### src/rtl/mac_params.svh
`ifndef MAC_PARAMS_SVH
`define MAC_PARAMS_SVH

// Width of each operand a, b, c and x as the host supplies it
`define MAC_OPERAND_W 8

// Width of the result register, the accumulator and every host result
// A trinomial of full-scale operands needs 24 bits, so one spare bit remains
`define MAC_RESULT_W 25

// Width of one host command word
`define MAC_CMD_W 32

// Cycles from an issue on op_valid to its result_valid pulse
// The datapath has one product stage and one add stage
`define MAC_PIPE_DEPTH 2

`endif

### src/rtl/mac_cmd_pkg.sv
`include "mac_params.svh"

package mac_cmd_pkg;

	// Picks which view of the command word the channel controller decodes
	typedef enum logic {
		MODE_SOP = 1'b0,
		MODE_TRI = 1'b1
	} mac_mode_e;

	// One command word from the host, read according to mac_mode_e
	typedef union packed {
		// Trinomial view holds all operands of (a*x + b)*x + c
		// The x field shares its bits with the x field of the other view
		struct packed {
			logic [`MAC_OPERAND_W-1:0] a;
			logic [`MAC_OPERAND_W-1:0] b;
			logic [`MAC_OPERAND_W-1:0] c;
			logic [`MAC_OPERAND_W-1:0] x;
		} trin;
		// Sum-of-products view holds one a*x element of a burst
		// Upper bits are reserved and ignored by the controller
		struct packed {
			logic [`MAC_CMD_W-2*`MAC_OPERAND_W-1:0] rsvd;
			logic [`MAC_OPERAND_W-1:0] a;
			logic [`MAC_OPERAND_W-1:0] x;
		} sop;
	} mac_cmd_u;

endpackage

### src/rtl/mac_dp_pkg.sv
package mac_dp_pkg;

	// Source of the multiplicand that is multiplied by the issued multiplier
	typedef enum logic {
		// Issued multiplicand from the controller
		MUL_SRC_OPERAND = 1'b0,
		// Current result register, used by the second trinomial step
		MUL_SRC_RESULT = 1'b1
	} mul_src_e;

	// Source of the term that the add stage adds to the product
	typedef enum logic {
		// Issued addend from the controller
		ADD_SRC_OPERAND = 1'b0,
		// Current result register, which makes the add stage accumulate
		ADD_SRC_ACCUM = 1'b1
	} add_src_e;

endpackage

### src/rtl/mac_arbiter.sv
`timescale 1ns/10ps
`include "mac_params.svh"

module mac_arbiter
	import mac_dp_pkg::*;
(
	input  logic                      clk,
	input  logic                      reset,
	input  logic                      dp_req0,
	input  logic                      dp_req1,
	input  logic                      op_valid0,
	input  mul_src_e                  mul_src0,
	input  add_src_e                  add_src0,
	input  logic [`MAC_OPERAND_W-1:0] multiplicand0,
	input  logic [`MAC_OPERAND_W-1:0] multiplier0,
	input  logic [`MAC_OPERAND_W-1:0] addend0,
	input  logic                      op_valid1,
	input  mul_src_e                  mul_src1,
	input  add_src_e                  add_src1,
	input  logic [`MAC_OPERAND_W-1:0] multiplicand1,
	input  logic [`MAC_OPERAND_W-1:0] multiplier1,
	input  logic [`MAC_OPERAND_W-1:0] addend1,
	output logic                      dp_ack0,
	output logic                      dp_ack1,
	output logic                      op_valid,
	output mul_src_e                  mul_src,
	output add_src_e                  add_src,
	output logic [`MAC_OPERAND_W-1:0] multiplicand,
	output logic [`MAC_OPERAND_W-1:0] multiplier,
	output logic [`MAC_OPERAND_W-1:0] addend
);

	// One-hot grant, bit 0 for channel 0 and bit 1 for channel 1
	logic [1:0] grant;
	// Channel that held the datapath most recently
	logic       last_served;

	assign dp_ack0 = grant[0];
	assign dp_ack1 = grant[1];

	always_ff @(posedge clk or posedge reset) begin
		if (reset) begin
			grant <= 2'b00;
			// Channel 0 wins the first contended grant
			last_served <= 1'b1;
		end else if (grant == 2'b00) begin
			// On contention the channel not served last goes first
			if (dp_req0 && (!dp_req1 || last_served)) begin
				grant <= 2'b01;
				last_served <= 1'b0;
			end else if (dp_req1) begin
				grant <= 2'b10;
				last_served <= 1'b1;
			end
		end else if ((grant[0] && !dp_req0) || (grant[1] && !dp_req1)) begin
			// The owner has let go; the idle cycle after this keeps grants apart
			grant <= 2'b00;
		end
	end

	// An issue from the channel without the grant never reaches the datapath
	assign op_valid = (grant[0] && op_valid0) || (grant[1] && op_valid1);

	assign mul_src = grant[1] ? mul_src1 : mul_src0;
	assign add_src = grant[1] ? add_src1 : add_src0;
	assign multiplicand = grant[1] ? multiplicand1 : multiplicand0;
	assign multiplier = grant[1] ? multiplier1 : multiplier0;
	assign addend = grant[1] ? addend1 : addend0;

endmodule

### src/rtl/mac_channel_ctrl.sv
`timescale 1ns/10ps
`include "mac_params.svh"

module mac_channel_ctrl
	import mac_cmd_pkg::*, mac_dp_pkg::*;
(
	input  logic                      clk,
	input  logic                      reset,
	input  logic                      req,
	input  mac_mode_e                 mode,
	input  logic                      last,
	input  mac_cmd_u                  word,
	input  logic                      dp_ack,
	input  logic [`MAC_RESULT_W-1:0]  result,
	input  logic                      result_valid,
	output logic                      ack,
	output logic                      res_valid,
	output logic [`MAC_RESULT_W-1:0]  res,
	output logic                      dp_req,
	output logic                      op_valid,
	output mul_src_e                  mul_src,
	output add_src_e                  add_src,
	output logic [`MAC_OPERAND_W-1:0] multiplicand,
	output logic [`MAC_OPERAND_W-1:0] multiplier,
	output logic [`MAC_OPERAND_W-1:0] addend
);

	typedef enum logic [2:0] {
		ST_IDLE,
		ST_WAIT_GRANT,
		ST_TRI_FIRST,
		ST_TRI_SECOND,
		ST_SOP_RUN,
		ST_SOP_DRAIN,
		ST_RELEASE
	} state_e;

	state_e                   state;
	state_e                   state_next;
	logic                     ack_q;
	logic                     start;
	logic                     host_issue;
	mac_cmd_u                 word_q;
	logic [`MAC_RESULT_W-1:0] res_q;

	// The grant arrives while waiting, and the first operation goes out at once
	assign start = (state == ST_WAIT_GRANT) && dp_ack;
	// A new element is a req whose ack has not been given yet
	assign host_issue = start || ((state == ST_SOP_RUN) && req && !ack_q);
	// Ack rises in the issue cycle and holds until the host drops req
	assign ack = ack_q || host_issue;

	// The datapath stays claimed from the request until the result pulse
	assign dp_req = (state != ST_IDLE) && (state != ST_RELEASE);

	// Only the final result of a trinomial or a burst goes to the host
	// Elements of a burst are spaced by the four-phase handshake, so all earlier
	// elements have retired by the time the drain state waits
	assign res_valid = result_valid && ((state == ST_TRI_SECOND) || (state == ST_SOP_DRAIN));
	assign res = res_valid ? result : res_q;

	always_comb begin
		op_valid = 1'b0;
		mul_src = MUL_SRC_OPERAND;
		add_src = ADD_SRC_OPERAND;
		multiplicand = word.sop.a;
		multiplier = word.sop.x;
		addend = '0;
		case (state)
			ST_WAIT_GRANT: begin
				// First trinomial step a*x + b, or the first burst element a*x + 0
				if (dp_ack) begin
					op_valid = 1'b1;
					if (mode == MODE_TRI) begin
						multiplicand = word.trin.a;
						multiplier = word.trin.x;
						addend = word.trin.b;
					end
				end
			end
			ST_TRI_FIRST: begin
				// Second step r*x + c starts as r leaves the pipeline
				// The host may have moved on, so x and c come from the saved word
				if (result_valid) begin
					op_valid = 1'b1;
					mul_src = MUL_SRC_RESULT;
					multiplicand = word_q.trin.a;
					multiplier = word_q.trin.x;
					addend = word_q.trin.c;
				end
			end
			ST_SOP_RUN: begin
				// Later burst elements add into the running sum
				if (req && !ack_q) begin
					op_valid = 1'b1;
					add_src = ADD_SRC_ACCUM;
				end
			end
			default: begin
			end
		endcase
	end

	always_comb begin
		state_next = state;
		case (state)
			ST_IDLE: begin
				if (req && !ack_q)
					state_next = ST_WAIT_GRANT;
			end
			ST_WAIT_GRANT: begin
				if (dp_ack) begin
					if (mode == MODE_TRI)
						state_next = ST_TRI_FIRST;
					else
						state_next = last ? ST_SOP_DRAIN : ST_SOP_RUN;
				end
			end
			ST_TRI_FIRST: begin
				if (result_valid)
					state_next = ST_TRI_SECOND;
			end
			ST_TRI_SECOND: begin
				if (result_valid)
					state_next = ST_RELEASE;
			end
			ST_SOP_RUN: begin
				if (req && !ack_q && last)
					state_next = ST_SOP_DRAIN;
			end
			ST_SOP_DRAIN: begin
				if (result_valid)
					state_next = ST_RELEASE;
			end
			// Hold until the arbiter has taken the grant back
			ST_RELEASE: begin
				if (!dp_ack)
					state_next = ST_IDLE;
			end
			default: begin
				state_next = ST_IDLE;
			end
		endcase
	end

	always_ff @(posedge clk or posedge reset) begin
		if (reset) begin
			state <= ST_IDLE;
			ack_q <= 1'b0;
		end else begin
			state <= state_next;
			if (host_issue)
				ack_q <= 1'b1;
			else if (!req)
				ack_q <= 1'b0;
		end
	end

	// Trinomial operands and the last result shown to the host
	always_ff @(posedge clk) begin
		if (start)
			word_q <= word;
		if (res_valid)
			res_q <= result;
	end

endmodule

### src/rtl/mac_cluster_top.sv
`timescale 1ns/10ps
`include "mac_params.svh"

module mac_cluster_top
	import mac_cmd_pkg::*, mac_dp_pkg::*;
(
	input  logic                     clk,
	input  logic                     reset,
	input  logic                     ch0_req,
	input  mac_mode_e                ch0_mode,
	input  logic                     ch0_last,
	input  mac_cmd_u                 ch0_word,
	output logic                     ch0_ack,
	output logic                     ch0_res_valid,
	output logic [`MAC_RESULT_W-1:0] ch0_res,
	input  logic                     ch1_req,
	input  mac_mode_e                ch1_mode,
	input  logic                     ch1_last,
	input  mac_cmd_u                 ch1_word,
	output logic                     ch1_ack,
	output logic                     ch1_res_valid,
	output logic [`MAC_RESULT_W-1:0] ch1_res
);

	// Controller side of each channel's link to the arbiter
	logic                      dp_req0, dp_req1;
	logic                      dp_ack0, dp_ack1;
	logic                      op_valid0, op_valid1;
	mul_src_e                  mul_src0, mul_src1;
	add_src_e                  add_src0, add_src1;
	logic [`MAC_OPERAND_W-1:0] multiplicand0, multiplicand1;
	logic [`MAC_OPERAND_W-1:0] multiplier0, multiplier1;
	logic [`MAC_OPERAND_W-1:0] addend0, addend1;

	// Controls of the granted channel, and the result broadcast to both
	logic                      dp_op_valid;
	mul_src_e                  dp_mul_src;
	add_src_e                  dp_add_src;
	logic [`MAC_OPERAND_W-1:0] dp_multiplicand, dp_multiplier, dp_addend;
	logic [`MAC_RESULT_W-1:0]  result;
	logic                      result_valid;

	mac_channel_ctrl ch0 (
		.clk(clk), .reset(reset), .req(ch0_req), .mode(ch0_mode),
		.last(ch0_last), .word(ch0_word), .dp_ack(dp_ack0),
		.result(result), .result_valid(result_valid),
		.ack(ch0_ack), .res_valid(ch0_res_valid), .res(ch0_res), .dp_req(dp_req0),
		.op_valid(op_valid0), .mul_src(mul_src0), .add_src(add_src0),
		.multiplicand(multiplicand0), .multiplier(multiplier0), .addend(addend0)
	);

	mac_channel_ctrl ch1 (
		.clk(clk), .reset(reset), .req(ch1_req), .mode(ch1_mode),
		.last(ch1_last), .word(ch1_word), .dp_ack(dp_ack1),
		.result(result), .result_valid(result_valid),
		.ack(ch1_ack), .res_valid(ch1_res_valid), .res(ch1_res), .dp_req(dp_req1),
		.op_valid(op_valid1), .mul_src(mul_src1), .add_src(add_src1),
		.multiplicand(multiplicand1), .multiplier(multiplier1), .addend(addend1)
	);

	mac_arbiter arb (
		.clk(clk), .reset(reset), .dp_req0(dp_req0), .dp_req1(dp_req1),
		.op_valid0(op_valid0), .mul_src0(mul_src0), .add_src0(add_src0),
		.multiplicand0(multiplicand0), .multiplier0(multiplier0), .addend0(addend0),
		.op_valid1(op_valid1), .mul_src1(mul_src1), .add_src1(add_src1),
		.multiplicand1(multiplicand1), .multiplier1(multiplier1), .addend1(addend1),
		.dp_ack0(dp_ack0), .dp_ack1(dp_ack1),
		.op_valid(dp_op_valid), .mul_src(dp_mul_src), .add_src(dp_add_src),
		.multiplicand(dp_multiplicand), .multiplier(dp_multiplier), .addend(dp_addend)
	);

	mac_datapath dp (
		.clk(clk), .reset(reset), .op_valid(dp_op_valid),
		.mul_src(dp_mul_src), .add_src(dp_add_src),
		.multiplicand(dp_multiplicand), .multiplier(dp_multiplier), .addend(dp_addend),
		.result(result), .result_valid(result_valid)
	);

endmodule

### src/rtl/mac_datapath.sv
`timescale 1ns/10ps
`include "mac_params.svh"

module mac_datapath
	import mac_dp_pkg::*;
(
	input  logic                      clk,
	input  logic                      reset,
	input  logic                      op_valid,
	input  mul_src_e                  mul_src,
	input  add_src_e                  add_src,
	input  logic [`MAC_OPERAND_W-1:0] multiplicand,
	input  logic [`MAC_OPERAND_W-1:0] multiplier,
	input  logic [`MAC_OPERAND_W-1:0] addend,
	output logic [`MAC_RESULT_W-1:0]  result,
	output logic                      result_valid
);

	// One valid bit per pipeline stage, the oldest one at the top
	logic [`MAC_PIPE_DEPTH-1:0] valid_pipe;
	logic [`MAC_RESULT_W-1:0]   mul_in;
	logic [`MAC_RESULT_W-1:0]   s1_prod;
	logic [`MAC_OPERAND_W-1:0]  s1_addend;
	add_src_e                   s1_add_src;

	// Feedback takes the result register as multiplicand
	// The product is kept modulo 2^25 like every other value here
	assign mul_in = (mul_src == MUL_SRC_RESULT) ? result : `MAC_RESULT_W'(multiplicand);

	assign result_valid = valid_pipe[`MAC_PIPE_DEPTH-1];

	always_ff @(posedge clk or posedge reset) begin
		if (reset) begin
			valid_pipe <= '0;
		end else begin
			valid_pipe <= {valid_pipe[`MAC_PIPE_DEPTH-2:0], op_valid};
		end
	end

	// Stage one holds the product together with what stage two must add
	always_ff @(posedge clk) begin
		if (op_valid) begin
			s1_prod <= `MAC_RESULT_W'(mul_in * multiplier);
			s1_addend <= addend;
			s1_add_src <= add_src;
		end
	end

	// Stage two updates the result register
	// Accumulation reads the value written one cycle earlier, so
	// back-to-back elements chain without a bubble
	always_ff @(posedge clk) begin
		if (valid_pipe[0]) begin
			result <= s1_prod + ((s1_add_src == ADD_SRC_ACCUM) ?
				result : `MAC_RESULT_W'(s1_addend));
		end
	end

endmodule

### config.mk
export PLATFORM = sky130hd
export DESIGN_NAME = mac_cluster_top
export DESIGN_NICKNAME = d
export VERILOG_FILES = /design/src/rtl/mac_cmd_pkg.sv /design/src/rtl/mac_dp_pkg.sv /design/src/rtl/mac_arbiter.sv /design/src/rtl/mac_channel_ctrl.sv /design/src/rtl/mac_cluster_top.sv /design/src/rtl/mac_datapath.sv
export VERILOG_INCLUDE_DIRS = /design/src /design/src/rtl
export SDC_FILE = /design/constraint.sdc
export NUM_CORES = 1
export LEC_CHECK = 0
export ABC_AREA = 1
export BUFFER_PORTS_ARGS = -buffer_cell sky130_fd_sc_hd__buf_2
export CORE_AREA = 2 2 133 264
export CTS_BUF_LIST = sky130_fd_sc_hd__clkbuf_4 sky130_fd_sc_hd__clkbuf_8
export DETAILED_ROUTE_END_ITERATION = 8
export DIE_AREA = 0 0 135 266
export GPL_TIMING_DRIVEN = 0
export SYNTH_ARGS = -nofsm -noshare
export SYNTH_HDL_FRONTEND = slang
export SYNTH_SLANG_ARGS = --single-unit
### constraint.sdc
create_clock -name clk -period 7 [get_ports clk]
set_input_delay 1.4 -clock clk [delete_from_list [all_inputs] [get_ports clk]]
set_output_delay 1.4 -clock clk [all_outputs]
set_load 0.02 [all_outputs]
==> impl_metrics.py <==
metrics = {
    "final_layout": {
        "multi_input_area_um2": 7700,
        "drive_gt1_frac": 0.138,
        "syn_to_final_growth_pct": 12.8,
        "final_nets": 1987,
        "final_cells": 2198,
        "ff_latch_area_um2": 4390,
        "num-fill-cells": 3465,
    },
    "sta": {
        "rsz0062_at_grt": "no",
        "finalSetupViolations": 0,
        "timing.slew.headroom": 0.141,
        "min_period_over_period": 0.964,
        "worstMarginPinSlew_ns": 1.29,
        "finalHoldWorstSlack_ns": 0.458,
        "period_needed_ns": 6.75,
        "fin_skew_ns": 0.0200,
        "fmax_mhz": 148,
        "timing.final.hold_violations": 0,
        "slew_viol_final": 0,
    },
    "route": {
        "routed_wirelength_um": 39100,
        "drc": 0,
        "antenna_left": 0,
        "dr.first_iter.drc_count": 670,
        "drt-pass1-iter-count": 5,
        "wl_per_cell_um": 17.8,
        "vias": 11100,
        "viasPerCell": 5.06,
    },
    "worst_setup_path": {
        "critPathMaxFanout": 10,
        "r2r_start": "ch1.state[2]",
        "crit_arrival_ns": 6.97,
        "startpoint_type": "input pin",
        "rrSetupSlack_ns": 0.34,
        "crit_path_end_kind": "flop",
        "worstSetupPathType": "input pin to flop",
        "critical_path.startpoint": "ch0_mode",
        "critPathRequiredTime_ns": 7.23,
    },
    "placement": {
        "port_buffers": 124,
        "placed_cells": 2161,
        "dp_hpwl_um": 32200,
        "gp_congestion": 0.955,
    },
    "die": {
        "io_pins": 126,
        "dieArea_um2": 35900,
        "start_util": 0.392,
        "core_um2": 34100,
        "die_y_um": 266,
        "rows": 96,
        "die_w_um": 135,
    },
    "cts": {
        "htree_levels": 4,
        "clk-insertion-delay-late_ns": 0.49,
        "clock_path_buffers": 2,
        "numCtsBuffers": 17,
        "clkSinkCount": 165,
        "root_buffer": "clkbuf_8",
        "clk_pin_slew_ns": 0.09,
        "cts_tree": "yes",
    },
    "yosys": {
        "postSynth.asyncResetShare": 0.0788,
        "synth_ff_type": "edfxtp_1",
        "ys_seq_elements": 165,
        "synth-seq-area-share": 0.329,
        "synth.distinct_cells": 54,
        "syn_inst": 1594,
        "synth_nets": 1838,
        "synth.cell_area_um2": 13400,
        "yosys_warnings": 0,
        "synth-edff-count": 102,
        "synth.avg_cell_area_um2": 8.38,
    },
    "global_route": {
        "grt_usage": 0.225,
        "grt_pass1_wl_um": 61200,
        "grt_pass1_vias": 11600,
        "grt_overflow": 0,
        "antenna_found_initial": 1,
        "grt_max_degree": 31,
    },
    "run_status": {
        "status": "finished clean",
    },
    "hold_path": {
        "hold_path.class": "flop to flop",
        "worstHoldStart": "ch1.res_q[9]",
    },
    "run": {
        "maxCapViolCount": 0,
    },
}
area by class of cell:
class / count / share of cell area
multi-input cells: 1100 / 0.511
flip-flops and latches: 165 / 0.291
inverters: 281 / 0.0700
repair buffers: 130 / 0.0463
well taps: 441 / 0.0366
plain buffers: 48 / 0.0174
clock buffers: 18 / 0.0164
clock inverters: 14 / 0.0108
diodes: 1 / 0.000166
path summary, 6_finish.rpt:
path	endpoint	cells after the start
max	dp.s1_prod[18]	25
min	ch1.res_q[9]	2
max reg2reg	dp.s1_prod[24]	24
min reg2reg	ch1.res_q[9]	2
max in group asynchronous	ch0.state[2]	2
min in group asynchronous	ch0.state[1]	2
registers in the layout (all words and copies together) (netlist names), 3 cells and up:
register / flops
dp.s1_addend: 8
dp.s1_prod: 25
ch1.res_q: 25
ch1.word_q: 24
ch1.state: 3
ch0.res_q: 25
ch0.word_q: 19
dp.result: 25
ch0.state: 3
cell families after synthesis:
family,Yosys count,synth area share
buffers and inverters,329,0.0984
flip-flops,165,0.329
AO/OA/AOI/OAI,215,0.102
multiplexers,10,0.00843
XOR/XNOR,45,0.0306
AND/OR/NAND/NOR,658,0.206
adder cells (fa/ha/maj),172,0.226
layout by cell type (no fill, tap or decap), drive strengths merged, types with 11 or more instances in the layout:
master  count
nand2     399
inv       287
nor2      190
buf       152
fa        115
edfxtp    102
o21ai      83
ha         57
a21oi      55
dfxtp      50
clkbuf     44
nand3      41
xor2       29
o21a       17
xnor2      15
dfrtp      12
nand4      11
critical path, stage by stage:
cell and delay [ns]:
buf_2 0.22, inv_1 0.07, nand2_1 0.16, nand4_4 0.21, nand2_1 0.11, o2111ai_1 0.17
a31oi_4 0.40, nor2_1 0.11, fa_1 0.53, inv_1 0.05, fa_1 0.54, inv_1 0.05
fa_1 0.48, inv_1 0.06, fa_1 0.48, inv_1 0.05, ha_1 0.35, a21o_1 0.22
a21oi_1 0.22, nand2_1 0.14, a21boi_2 0.17, o21ai_0 0.17, a21boi_1 0.30, o21ai_0 0.14
xor2_1 0.18
Yosys cell counts (4+ instances only):
cell type,number,area [um^2]
buf_4,6,45.0
xor2_1,29,254
clkbuf_1,27,101
buf_2,9,45.0
o21ai_1,4,20.0
edfxtp_1,102,3060
or2_1,5,31.3
a32o_1,8,80.1
inv_2,9,33.8
a21oi_1,55,275
nand3_2,4,40.0
nand4_1,10,62.6
nand2_1,393,1480
dfxtp_1,50,1000
a21o_1,6,45.0
ha_1,57,713
nand3_1,32,160
nand3_4,5,87.6
mux2_2,10,113
nor2_4,4,45.0
dfrtp_1,12,300
fa_1,115,2300
inv_1,271,1020
a221oi_1,8,70.1
a22oi_1,8,60.1
nor2_1,183,687
nor3_1,8,40.0
o21ai_2,5,43.8
xnor2_1,15,131
buf_6,6,67.6
o2111ai_1,10,87.6
o21a_1,17,128
o21ai_0,74,370
metal layers:
layer	up-vias	GRT usage	share of wire
met3	126	0.0236	0.033
li1	5348	-	-
met1	5326	0.217	0.34
met2	313	0.422	0.54
met5	-	0	0
met4	0	0.181	0.093
what timing repair did:
item | 4_1_cts | 5_1_grt
hold buffers | 0 | 0
gates cloned | 0 | 0
gates resized for setup | 2 | 6
buffers inserted | 0 | 4
pin swaps | 0 | 2
endpoints found under the hold margin | 0 | 0
setup endpoints to repair | 3 | 4
metrics by stage:
step | cell area (um^2) | setup WS (ns) | TNS, ns | util
2_1_floorplan | 13400 | 0.446 | 0 | -
3_3_place_gp | 14500 | -0.724 | -4.15 | 0.426
3_5_place_dp | 14600 | -0.724 | -4.95 | 0.428
4_1_cts | 15000 | 0.143 | 0 | 0.440
5_1_grt | 15100 | 0.00198 | 0 | 0.442
6_report | 15100 | 0.255 | 0 | 0.442
Power is left out: the tool's default activity adds up to more than one toggle a clock period on the data nets, which glitch-free logic cannot reach.
